$ cat config.mk
export PLATFORM = sky130hd
export DESIGN_NAME = vending_machine
export DESIGN_NICKNAME = d
export VERILOG_FILES = /design/src/rtl/vend_pkg.sv /design/src/rtl/coin_inputs.sv /design/src/rtl/scan_decoder.sv /design/src/rtl/segment_display.sv /design/src/rtl/vend_controller.sv /design/src/rtl/vending_machine.sv
export VERILOG_INCLUDE_DIRS = /design/src /design/src/rtl
export SDC_FILE = /design/constraint.sdc
export NUM_CORES = 1
export LEC_CHECK = 0
export BUFFER_PORTS_ARGS = -buffer_cell sky130_fd_sc_hd__buf_2
export CORE_MARGIN = 1.5
export CORE_UTILIZATION = 61
export DETAILED_ROUTE_END_ITERATION = 7
export GPL_ROUTABILITY_DRIVEN = 0
export HOLD_SLACK_MARGIN = 0.02
export PLACE_DENSITY_LB_ADDON = 0.25
export SLEW_MARGIN = 30
export SYNTH_ARGS = -nofsm -noshare
export SYNTH_HDL_FRONTEND = slang
export SYNTH_SLANG_ARGS = --single-unit
$ cat constraint.sdc
create_clock -name clk -period 6 [get_ports clk]
set_input_delay 0 -clock clk [delete_from_list [all_inputs] [get_ports clk]]
set_output_delay 0 -clock clk [all_outputs]
set_load 0.03 [all_outputs]
$ cat src/rtl/vend_config.svh
`ifndef VEND_CONFIG_SVH
`define VEND_CONFIG_SVH

// item prices in credit units
`define VM_PRICE_F 20
`define VM_PRICE_D 25
`define VM_PRICE_S 30
`define VM_PRICE_A 80

// credit saturates here
`define VM_CREDIT_MAX 100

// one returned coin
`define VM_COIN_UNIT 5

// cycles between returned coins
`define VM_TICK_CYCLES 16

// stable samples before a press counts
`define VM_DEBOUNCE_LEN 4

// digit scan counter width, top two bits pick the digit
`define VM_SCAN_BITS 2

`endif

$ cat src/rtl/vend_pkg.sv
`default_nettype none

package vend_pkg;

    // item codes, also the item_led bit index
    typedef enum logic [1:0] {
        item_f = 2'd0,
        item_d = 2'd1,
        item_s = 2'd2,
        item_a = 2'd3
    } vm_item_t;

    // one-cycle coin event, at most one field set
    typedef struct packed {
        logic cancel;
        logic add_50;
        logic add_10;
        logic add_5;
    } vm_coin_t;

    // keyboard selection
    typedef struct packed {
        vm_item_t item;
    } vm_sel_t;

    // multiple of 5, never above 100
    typedef logic [7:0] vm_credit_t;

endpackage

`default_nettype wire

$ cat src/rtl/coin_inputs.sv
`timescale 1ns/10ps
`default_nettype none
`include "vend_config.svh"

module coin_inputs import vend_pkg::*; (
    input  wire      clk,
    input  wire      rst,
    input  wire      btn_5,
    input  wire      btn_10,
    input  wire      btn_50,
    input  wire      btn_cancel,
    output vm_coin_t coin
);

    localparam int deb_len = `VM_DEBOUNCE_LEN;

    logic [3:0]         btn;
    logic [deb_len-1:0] shift_q [4];
    logic [3:0]         stable;
    logic [3:0]         stable_q;
    logic [3:0]         pulse_q;

    // bit order follows priority, cancel on top
    assign btn = {btn_cancel, btn_50, btn_10, btn_5};

    always_comb begin
        for (int i = 0; i < 4; i++) begin
            stable[i] = &shift_q[i];
        end
    end

    always_ff @(posedge clk or posedge rst) begin
        if (rst) begin
            for (int i = 0; i < 4; i++) begin
                shift_q[i] <= '0;
            end
            stable_q <= '0;
            pulse_q  <= '0;
        end else begin
            for (int i = 0; i < 4; i++) begin
                shift_q[i] <= deb_len'({shift_q[i], btn[i]}); // oldest sample drops out
            end
            stable_q <= stable;
            pulse_q  <= stable & ~stable_q; // rising edge of debounced level
        end
    end

    // keep only the strongest event
    always_comb begin
        coin = '0;
        if (pulse_q[3]) begin
            coin.cancel = 1'b1;
        end else if (pulse_q[2]) begin
            coin.add_50 = 1'b1;
        end else if (pulse_q[1]) begin
            coin.add_10 = 1'b1;
        end else if (pulse_q[0]) begin
            coin.add_5 = 1'b1;
        end
    end

endmodule

`default_nettype wire

$ cat src/rtl/scan_decoder.sv
`timescale 1ns/10ps
`default_nettype none

module scan_decoder import vend_pkg::*; (
    input  wire       clk,
    input  wire       rst,
    input  wire [7:0] ps2_byte,
    input  wire       ps2_valid,
    input  wire       sel_ready,
    output logic      ps2_ready,
    output logic      sel_valid,
    output vm_sel_t   sel
);

    localparam logic [7:0] code_a   = 8'h1c;
    localparam logic [7:0] code_s   = 8'h1b;
    localparam logic [7:0] code_d   = 8'h23;
    localparam logic [7:0] code_f   = 8'h2b;
    localparam logic [7:0] code_ext = 8'he0;
    localparam logic [7:0] code_brk = 8'hf0;

    logic       ext_q;
    logic       brk_q;
    logic [3:0] held_q;
    logic       xfer;
    logic       key_hit;
    vm_item_t   key_item;
    logic       new_sel;
    logic       key_up;

    // stall the byte stream while a selection waits
    assign ps2_ready = ~sel_valid;
    assign xfer      = ps2_valid & ps2_ready;

    always_comb begin
        key_hit  = 1'b1;
        key_item = item_f;
        case (ps2_byte)
            code_a:  key_item = item_a;
            code_s:  key_item = item_s;
            code_d:  key_item = item_d;
            code_f:  key_item = item_f;
            default: key_hit = 1'b0; // includes E0 and F0
        endcase
    end

    // extended codes are never items
    assign new_sel = xfer & key_hit & ~ext_q & ~brk_q & ~held_q[key_item];
    assign key_up  = xfer & key_hit & ~ext_q & brk_q;

    always_ff @(posedge clk or posedge rst) begin
        if (rst) begin
            ext_q     <= 1'b0;
            brk_q     <= 1'b0;
            held_q    <= '0;
            sel_valid <= 1'b0;
        end else begin
            if (xfer) begin
                if (ps2_byte == code_ext) begin
                    ext_q <= 1'b1;
                end else if (ps2_byte == code_brk) begin
                    brk_q <= 1'b1;
                end else begin
                    ext_q <= 1'b0; // final byte of a sequence
                    brk_q <= 1'b0;
                end
            end
            if (new_sel) begin
                held_q[key_item] <= 1'b1; // typematic repeats now ignored
            end else if (key_up) begin
                held_q[key_item] <= 1'b0;
            end
            if (sel_valid && sel_ready) begin
                sel_valid <= 1'b0;
            end else if (new_sel) begin
                sel_valid <= 1'b1;
            end
        end
    end

    always_ff @(posedge clk) begin
        if (new_sel) begin
            sel.item <= key_item;
        end
    end

    sel_stable_a: assert property (@(posedge clk) disable iff (rst)
        sel_valid && !sel_ready |=> sel_valid && $stable(sel));

endmodule

`default_nettype wire

$ cat src/rtl/segment_display.sv
`timescale 1ns/10ps
`default_nettype none
`include "vend_config.svh"

module segment_display import vend_pkg::*; (
    input  wire             clk,
    input  wire             rst,
    input  wire vm_credit_t credit,
    output logic [6:0]      seg,
    output logic [3:0]      digit_sel
);

    localparam logic [3:0] blank = 4'hf;

    logic [`VM_SCAN_BITS-1:0] scan_q;
    logic [1:0]               digit_idx;
    logic [3:0]               h_raw;
    logic [3:0]               t_raw;
    logic [3:0]               hundreds;
    logic [3:0]               tens;
    logic [3:0]               ones;
    logic [3:0]               cur;

    // active low, bit order gfedcba
    function automatic logic [6:0] seg_of(input logic [3:0] d);
        case (d)
            4'd0:    seg_of = 7'b1000000;
            4'd1:    seg_of = 7'b1111001;
            4'd2:    seg_of = 7'b0100100;
            4'd3:    seg_of = 7'b0110000;
            4'd4:    seg_of = 7'b0011001;
            4'd5:    seg_of = 7'b0010010;
            4'd6:    seg_of = 7'b0000010;
            4'd7:    seg_of = 7'b1111000;
            4'd8:    seg_of = 7'b0000000;
            4'd9:    seg_of = 7'b0010000;
            default: seg_of = 7'b1111111;
        endcase
    endfunction

    always_comb begin
        h_raw    = 4'(credit / 8'd100);
        t_raw    = 4'((credit % 8'd100) / 8'd10);
        ones     = 4'(credit % 8'd10); // always shown, so 0 reads as 0
        hundreds = (h_raw == 4'd0) ? blank : h_raw;
        tens     = (h_raw == 4'd0 && t_raw == 4'd0) ? blank : t_raw;
    end

    assign digit_idx = scan_q[`VM_SCAN_BITS-1 -: 2];

    always_comb begin
        case (digit_idx)
            2'd0:    cur = ones;
            2'd1:    cur = tens;
            2'd2:    cur = hundreds;
            default: cur = blank; // fourth digit unused
        endcase
    end

    always_ff @(posedge clk or posedge rst) begin
        if (rst) begin
            scan_q    <= '0;
            digit_sel <= 4'b1111;
            seg       <= 7'b1111111;
        end else begin
            scan_q    <= scan_q + 1'b1;
            digit_sel <= ~(4'b0001 << digit_idx);
            seg       <= seg_of(cur);
        end
    end

endmodule

`default_nettype wire

$ cat src/rtl/vend_controller.sv
`timescale 1ns/10ps
`default_nettype none
`include "vend_config.svh"

module vend_controller import vend_pkg::*; (
    input  wire           clk,
    input  wire           rst,
    input  wire vm_coin_t coin,
    input  wire           sel_valid,
    input  wire vm_sel_t  sel,
    output logic          sel_ready,
    output logic          vend_valid,
    output vm_item_t      vend_item,
    output logic          coin_return,
    output vm_credit_t    credit,
    output logic [3:0]    item_led
);

    localparam int                tick_w     = $clog2(`VM_TICK_CYCLES + 1);
    localparam logic [tick_w-1:0] tick_last  = tick_w'(`VM_TICK_CYCLES - 1);
    localparam vm_credit_t        credit_max = vm_credit_t'(`VM_CREDIT_MAX);
    localparam vm_credit_t        coin_unit  = vm_credit_t'(`VM_COIN_UNIT);

    logic              refund_q;
    logic [tick_w-1:0] tick_q;
    vm_credit_t        price;
    vm_credit_t        coin_amt;
    logic [8:0]        sum;
    vm_credit_t        credit_add;
    logic              has_coin;
    logic              buy;

    function automatic vm_credit_t price_of(input vm_item_t item);
        case (item)
            item_a:  price_of = vm_credit_t'(`VM_PRICE_A);
            item_s:  price_of = vm_credit_t'(`VM_PRICE_S);
            item_d:  price_of = vm_credit_t'(`VM_PRICE_D);
            default: price_of = vm_credit_t'(`VM_PRICE_F);
        endcase
    endfunction

    assign has_coin = |coin;
    // coin events win over a selection in the same cycle
    assign sel_ready = ~refund_q & ~has_coin;
    assign price     = price_of(sel.item);
    assign buy       = sel_valid & sel_ready & (credit >= price);

    always_comb begin
        if (coin.add_50) begin
            coin_amt = 8'd50;
        end else if (coin.add_10) begin
            coin_amt = 8'd10;
        end else if (coin.add_5) begin
            coin_amt = coin_unit;
        end else begin
            coin_amt = '0;
        end
        sum        = {1'b0, credit} + {1'b0, coin_amt};
        credit_add = (sum > {1'b0, credit_max}) ? credit_max : sum[7:0]; // saturate
    end

    always_comb begin
        for (int i = 0; i < 4; i++) begin
            item_led[i] = ~refund_q & (credit >= price_of(vm_item_t'(i)));
        end
    end

    always_ff @(posedge clk or posedge rst) begin
        if (rst) begin
            refund_q    <= 1'b0;
            tick_q      <= '0;
            credit      <= '0;
            vend_valid  <= 1'b0;
            coin_return <= 1'b0;
        end else begin
            vend_valid  <= 1'b0;
            coin_return <= 1'b0;
            if (!refund_q) begin
                tick_q <= '0;
                if (coin.cancel) begin
                    refund_q <= (credit != '0); // nothing to return at zero
                end else if (has_coin) begin
                    credit <= credit_add;
                end else if (buy) begin
                    credit     <= credit - price;
                    vend_valid <= 1'b1;
                    refund_q   <= (credit != price);
                end
            end else if (credit == '0) begin
                refund_q <= 1'b0;
            end else if (tick_q == tick_last) begin
                tick_q      <= '0;
                credit      <= credit - coin_unit;
                coin_return <= 1'b1;
            end else begin
                tick_q <= tick_q + tick_w'(1);
            end
        end
    end

    always_ff @(posedge clk) begin
        if (buy) begin
            vend_item <= sel.item;
        end
    end

    credit_max_a: assert property (@(posedge clk) disable iff (rst)
        credit <= credit_max);

    return_in_refund_a: assert property (@(posedge clk) disable iff (rst)
        coin_return |-> refund_q);

endmodule

`default_nettype wire

$ cat src/rtl/vending_machine.sv
`timescale 1ns/10ps
`default_nettype none

module vending_machine import vend_pkg::*; (
    input  wire        clk,
    input  wire        rst,
    input  wire        btn_5,
    input  wire        btn_10,
    input  wire        btn_50,
    input  wire        btn_cancel,
    input  wire [7:0]  ps2_byte,
    input  wire        ps2_valid,
    output logic       ps2_ready,
    output vm_credit_t credit,
    output logic [3:0] item_led,
    output logic       vend_valid,
    output vm_item_t   vend_item,
    output logic       coin_return,
    output logic [6:0] seg,
    output logic [3:0] digit_sel
);

    vm_coin_t coin;
    vm_sel_t  sel;
    logic     sel_valid;
    logic     sel_ready;

    coin_inputs coin_inputs_i (
        .clk        (clk),
        .rst        (rst),
        .btn_5      (btn_5),
        .btn_10     (btn_10),
        .btn_50     (btn_50),
        .btn_cancel (btn_cancel),
        .coin       (coin)
    );

    scan_decoder scan_decoder_i (
        .clk       (clk),
        .rst       (rst),
        .ps2_byte  (ps2_byte),
        .ps2_valid (ps2_valid),
        .sel_ready (sel_ready),
        .ps2_ready (ps2_ready),
        .sel_valid (sel_valid),
        .sel       (sel)
    );

    vend_controller vend_controller_i (
        .clk         (clk),
        .rst         (rst),
        .coin        (coin),
        .sel_valid   (sel_valid),
        .sel         (sel),
        .sel_ready   (sel_ready),
        .vend_valid  (vend_valid),
        .vend_item   (vend_item),
        .coin_return (coin_return),
        .credit      (credit),
        .item_led    (item_led)
    );

    segment_display segment_display_i (
        .clk       (clk),
        .rst       (rst),
        .credit    (credit),
        .seg       (seg),
        .digit_sel (digit_sel)
    );

endmodule

`default_nettype wire

Word level (Yosys, flattened, before mapping)
Memories as Yosys holds them, arrays and structs flattened. A register that Yosys moved wholly into a read port is not among the register bits.
Cells that the tools add are included.
{"block": "totals", "reg_bits": 57, "romBits": 112, "input_bits": 15, "output_inout_bits": 28, "word_cells": 150, "memories": 1}
{"block": "classes", "add_sub_neg": 5, "div": 4, "magnitude_cmp": 8, "n_eq_ne": 17, "shifts": 1, "n_mux": 49, "n_bitwise": 26, "reduce_logical": 20}
{"name": "(no name shown)", "depth": 16, "width": 7, "rd": 1, "rd_ports_with_merged_regs": 1, "wr": 0, "line": "segment_display.sv:26", "rtl": "case (d)"}
{"cell": "8-bit 2-to-1 mux", "count": 9}
{"cell": "1-bit 2-to-1 mux", "count": 25}
{"cell": "8-bit by 5-bit >= comparator with 1-bit output, second input constant", "count": 3}
{"cell": "7-bit case mux with 3 select lines", "count": 1}
{"cell": "4-bit AND reduction", "count": 5}
{"cell": "8-bit by 5-bit equality test with 1-bit output, second input constant", "count": 2}
{"cell": "8-bit by 6-bit equality test with 1-bit output, second input constant", "count": 2}
{"cell": "8-bit equality test, second input constant", "count": 2}
{"cell": "4-bit 2-to-1 mux", "count": 4}
{"cell": "5-bit 2-to-1 mux", "count": 3}
{"cell": "1-bit bitwise AND", "count": 13}
{"cell": "4-bit NOT", "count": 3}
{"cell": "4-bit case mux with 3 select lines", "count": 1}
{"cell": "8-bit by 8-bit adder with 9-bit output", "count": 1}
{"cell": "9-bit by 7-bit > comparator with 1-bit output, second input constant", "count": 1}
{"cell": "4-bit bitwise AND", "count": 2}
{"cell": "8-bit by 4-bit divider with 8-bit output, second input constant", "count": 1}
{"cell": "8-bit by 7-bit divider with 8-bit output, second input constant", "count": 1}
{"cell": "8-bit by 7-bit >= comparator with 1-bit output", "count": 1}
{"cell": "8-bit by 7-bit >= comparator with 1-bit output, second input constant", "count": 1}
{"cell": "4-bit zero test", "count": 2}
{"cell": "8-bit zero test", "count": 1}
{"cell": "8-bit by 4-bit modulo with 8-bit output, second input constant", "count": 1}
{"cell": "8-bit by 7-bit modulo with 8-bit output, second input constant", "count": 1}
{"cell": "27 further kinds", "count": 44}

Longest topological paths before layout
{"block": "logic_depth", "word_depth": 13, "depth_mapped": 20}

Modules after synthesis
From an unflattened synthesis, not the netlist that was laid out.
{"block": "hier_totals", "hier_cells": 555, "hier_area_um2": 5236.3}
{"module": "vend_controller", "instances": 1, "cells_per_inst": 229, "area_each_um2": 2021.9}
{"module": "segment_display", "instances": 1, "cells_per_inst": 229, "area_each_um2": 1853.0}
{"module": "coin_inputs", "instances": 1, "cells_per_inst": 37, "area_each_um2": 740.7}
{"module": "scan_decoder", "instances": 1, "cells_per_inst": 60, "area_each_um2": 620.6}

Least setup slack after synthesis
OpenSTA, ideal clock, no wires.
{"block": "synth_timing", "path_kind": "flip-flop to flip-flop", "startpoint": "register vend_controller_i.credit[4]", "endpoint": "register segment_display_i.seg[1]", "t_arrival_ps": 4529, "setup_slack_ps": 1398, "stages_incl_launch_ff": 20, "cell_sequence": "dfrtp_1 > buf_6 > inv_1 > clkbuf_1 > ha_1 > nand2b_1 > buf_2 > a211oi_2 > nor2_1 > o311a_1 > a21o_1 > or3b_1 > o211a_2 > a21bo_2 > a31o_2 > a221oi_2 > inv_1 > ha_1 > nand2b_1 > a21oi_1"}
{"block": "synth_via", "elab_chain_len": 6, "elab_cells_between_ends": 10, "cone_classes": "div (4); mux (3); reduce/logical (3)"}
{"element": "from (decl)", "line": "vend_controller.sv:15", "rtl": "output vm_credit_t credit,"}
{"element": "from (signal assigned)", "line": "vend_controller.sv:83", "rtl": "credit <= credit_add;"}
{"element": "from (signal assigned)", "line": "vend_controller.sv:85", "rtl": "credit <= credit - price;"}
{"element": "from (signal assigned)", "line": "vend_controller.sv:93", "rtl": "credit <= credit - coin_unit;"}
{"element": "8-bit by 7-bit modulo with 8-bit output", "line": "segment_display.sv:43", "rtl": "t_raw = 4'((credit % 8'd100) / 8'd10);"}
{"element": "8-bit by 4-bit divider with 8-bit output", "line": "segment_display.sv:43"}
{"element": "4-bit zero test", "line": "segment_display.sv:46", "rtl": "tens = (h_raw == 4'd0 && t_raw == 4'd0) ? blank : t_raw;"}
{"element": "1-bit logical AND", "line": "segment_display.sv:46"}
{"element": "4-bit 2-to-1 mux", "line": "segment_display.sv:46"}
{"element": "4-bit case mux with 3 select lines *", "line": "segment_display.sv:52", "rtl": "case (digit_idx)"}
{"element": "to (decl)", "line": "segment_display.sv:9", "rtl": "output logic [6:0] seg,"}
Mark *: on every way between the ends. The rest lies on a longest branch, timed or not.
A chain may end at the register's enable or synchronous reset.

Final worst setup path
Ends and elaborated chain as after synthesis.

==> results.sh <==
export IMPL_start_util_pct=62.4
export IMPL_ys_types=91
export IMPL_die_w_um=94.2
export IMPL_critical_path_class="reg2reg"
export IMPL_ys_ff_latch=64
export IMPL_hold_violations=0
export IMPL_path_cells="inv_1 > ha_1 > nand2b_1 > a31oi_1 > mux2_2 > o211ai_1 > nand3_1 > a221o_1 > a211o_1 > a21bo_2 > nor2_1 > a221oi_2 > inv_1 > ha_1 > nand2b_1 > a21oi_1"
export IMPL_nets=689
export IMPL_synth_async_sr_flop_share_pct=93.8
export IMPL_firstDrtPassIters=6
export IMPL_grt_max_degree=61
export IMPL_synth_edf_count=4
export IMPL_fin_tns_setup_ns=0
export IMPL_antenna_cells=0
export IMPL_wl_per_cell_um=17.4
export IMPL_ant_nets=0
export IMPL_cp_max_fo=15
export IMPL_ctsLongestPathBuffers=2
export IMPL_drive_gt1_share_pct=16.8
export IMPL_drv_slew=0
export IMPL_post_place_ws_ns=1.19
export IMPL_avgSynthCellArea_um2=8.65
export IMPL_crit_slowest_cell="a221oi_2"
export IMPL_syn_inst=587
export IMPL_htree_levels=3
export IMPL_io_buffers=42
export IMPL_die_h_um=94.2
export IMPL_drt_iter0_drc=413
export IMPL_clk_latency_ns=0.35
export IMPL_cts_setup_buffers=0
export IMPL_gr_total_overflow=0
export IMPL_maxSlewHeadroom_pct=47.3
export IMPL_critPathMaxStageDelay_ns=0.53
export IMPL_ios=43
export IMPL_cts_sinks=64
export IMPL_synthesis_area_um2=5070
export IMPL_antenna_found_initial=0
export IMPL_cts_inserted_buffers=9
export IMPL_vias_per_cell=6.51
export IMPL_finalSetupViolations=0
export IMPL_synth_ff_type="dfrtp_1"
export IMPL_clk_pin_slew_ns=0.08
export IMPL_synth_warnings=0
export IMPL_wirelength_um=13000
export IMPL_rsz0062_at_grt="no"
export IMPL_tritoncts="built"
export IMPL_cp_end_kind="flip-flop"
export IMPL_grt_pass1_wl_um=21900
export IMPL_ys_seq_area_share_pct=32.2
export IMPL_clock_root_buffer="clkbuf_8"
export IMPL_finalClockSkew_ns=0.0110
export IMPL_status="finished clean"
export IMPL_rows=33
export IMPL_fin_crit_sh_pct=82.3
export IMPL_core_um2=8130
export IMPL_vias=4838
export IMPL_maxCapViolCount=0
export IMPL_setup_ws_ns=1.06
export IMPL_min_period_ns=4.94
export IMPL_drc_errors=0
export IMPL_hold_class="in2reg"
export IMPL_arrival_ns=5.22
export IMPL_syn_nets=643
export IMPL_tightestPinTransition_ns=0.791
export IMPL_grt_use_total_pct=31.4
export IMPL_grt_pass1_vias=4685
export IMPL_syn2layout_area_growth_pct=11.9
export IMPL_fmax_ghz=0.203
export IMPL_cp_start_kind="flip-flop"
export IMPL_hpwl_um=9080
export IMPL_die_area_um2=8880
export IMPL_crit_required_ns=6.28
registers in the layout, indices dropped and copies added, names as in the netlist, 2 cells and up, named ones only:
register and cells:
coin_inputs_i.shift_q 16, vend_controller_i.credit 8, segment_display_i.seg 7, vend_controller_i.tick_q 5, coin_inputs_i.pulse_q 4, coin_inputs_i.stable_q 4
segment_display_i.digit_sel 4, scan_decoder_i.sel 2, segment_display_i.digit_idx 2, vend_controller_i.vend_item 2
cells in the final DEF, fill, tap and decap left out, types with 4 or more instances in the layout:
| cell type | count |
|---|---|
| inv_1 | 30 |
| buf_4 | 6 |
| nor2b_1 | 16 |
| a211oi_1 | 8 |
| nand4_1 | 5 |
| nand2_1 | 49 |
| nor3_1 | 14 |
| a31oi_1 | 8 |
| nor4_1 | 7 |
| xor2_1 | 5 |
| a31o_2 | 4 |
| and3_1 | 6 |
| nand3_1 | 23 |
| a221oi_1 | 5 |
| edfxtp_1 | 4 |
| buf_2 | 42 |
| nand2b_1 | 13 |
| a21o_1 | 8 |
| a21oi_1 | 46 |
| nand4b_1 | 4 |
| clkbuf_8 | 10 |
| o21ai_0 | 34 |
| o21a_1 | 6 |
| a211o_1 | 5 |
| dfstp_2 | 11 |
| and4_1 | 5 |
| dlygate4sd3_1 | 11 |
| or2_2 | 5 |
| o211ai_1 | 4 |
| and2_1 | 6 |
| nor2_1 | 47 |
| dfrtp_1 | 48 |
| xnor2_1 | 6 |
| ha_1 | 39 |
| o22ai_1 | 7 |
path summary, 6_finish.rpt:
| check | from | end | slack, ns | cells past startpoint |
|---|---|---|---|---|
| max | vend_controller_i.credit[4] | segment_display_i.seg[1] | 1.06 | 16 |
| min | ps2_byte[2] | flip-flop | 0.05 | 4 |
| max reg2reg | vend_controller_i.credit[4] | segment_display_i.seg[1] | 1.06 | 16 |
| min reg2reg | coin_inputs_i.shift_q[14] | coin_inputs_i.shift_q[15] | 0.37 | 0 |
| max in group asynchronous | rst | vend_controller_i.credit[7] | 5.05 | 4 |
| min in group asynchronous | rst | coin_inputs_i.shift_q[2] | 0.42 | 4 |
Yosys cell counts, drive strengths merged, types with 6 or more instances:
library cell	n	area, um^2
xnor2	6	52.6
a21o	8	60.1
a221oi	6	58.8
inv	32	120
nor3	15	80.1
o21ai	38	201
nand2	49	184
nand3	23	115
nand2b	13	81.3
dfstp	11	289
a31oi	8	50.1
a211oi	9	72.6
o21a	6	45.0
nor2	47	176
ha	39	488
and2	6	37.5
nor2b	16	100
and3	6	37.5
or2	6	37.5
o22ai	7	43.8
nor4	8	65.1
buf	14	87.6
a21oi	46	230
dfrtp	49	1230
clkbuf	10	37.5
cell families (layout without fill, tap and decap cells):
logic type	after synthesis	after routing	share of synthesized area, %
buffers and inverters	57	108	4.91
adder cells (fa/ha/maj)	41	41	10.4
flip-flops	64	64	32.2
XOR/XNOR	11	11	1.90
multiplexers	4	4	0.863
AND/OR/NAND/NOR	219	219	23.1
AO/OA/AOI/OAI	191	191	26.6
per-layer routing:
layer	up-vias	global-route usage, %	share of wire (%)
li1	2275	-	-
met1	2284	40.7	44
met4	0	14.2	3.0
met2	230	50.0	47
met5	-	0	0
met3	49	6.88	6.7
repair_timing:
action,4_1_cts,5_1_grt
resized for setup,0,0
endpoints found under the hold margin,56,0
hold buffers,11,0
area by class of cell:
| type | count | area, um^2 |
|---|---|---|
| inverter | 33 | 124 |
| sequential | 64 | 1640 |
| tap | 105 | 131 |
| clock inverter | 6 | 91.3 |
| multi-input combinational | 466 | 3190 |
| clock buffer | 10 | 138 |
| fill | 633 | 2460 |
| timing repair buffer | 59 | 365 |
through the flow:
stage	hold slack, ns	cell area [um^2]	util [%]	std cells
after floorplan	0.0314	5070	-	587
after global placement	0.109	5340	65.6	716
after detailed placement	0.110	5340	65.6	716
after CTS	0.0274	5680	69.8	743
after global routing	0.0493	5680	69.8	743
final	0.0452	5680	69.8	743
critical path, delay by kind of cell, from the launching register on:
| kind | cells | cell delay (ns) |
|---|---|---|
| flops | 1 | 0.38 |
| simple gates | 4 | 0.58 |
| mux | 1 | 0.40 |
| buf+inv | 2 | 0.53 |
| fa+ha+maj | 2 | 0.63 |
| compound gates | 7 | 2.33 |
Power is not shown: default switching activity piles up to over one toggle a cycle in this logic, so the estimate is an artifact.
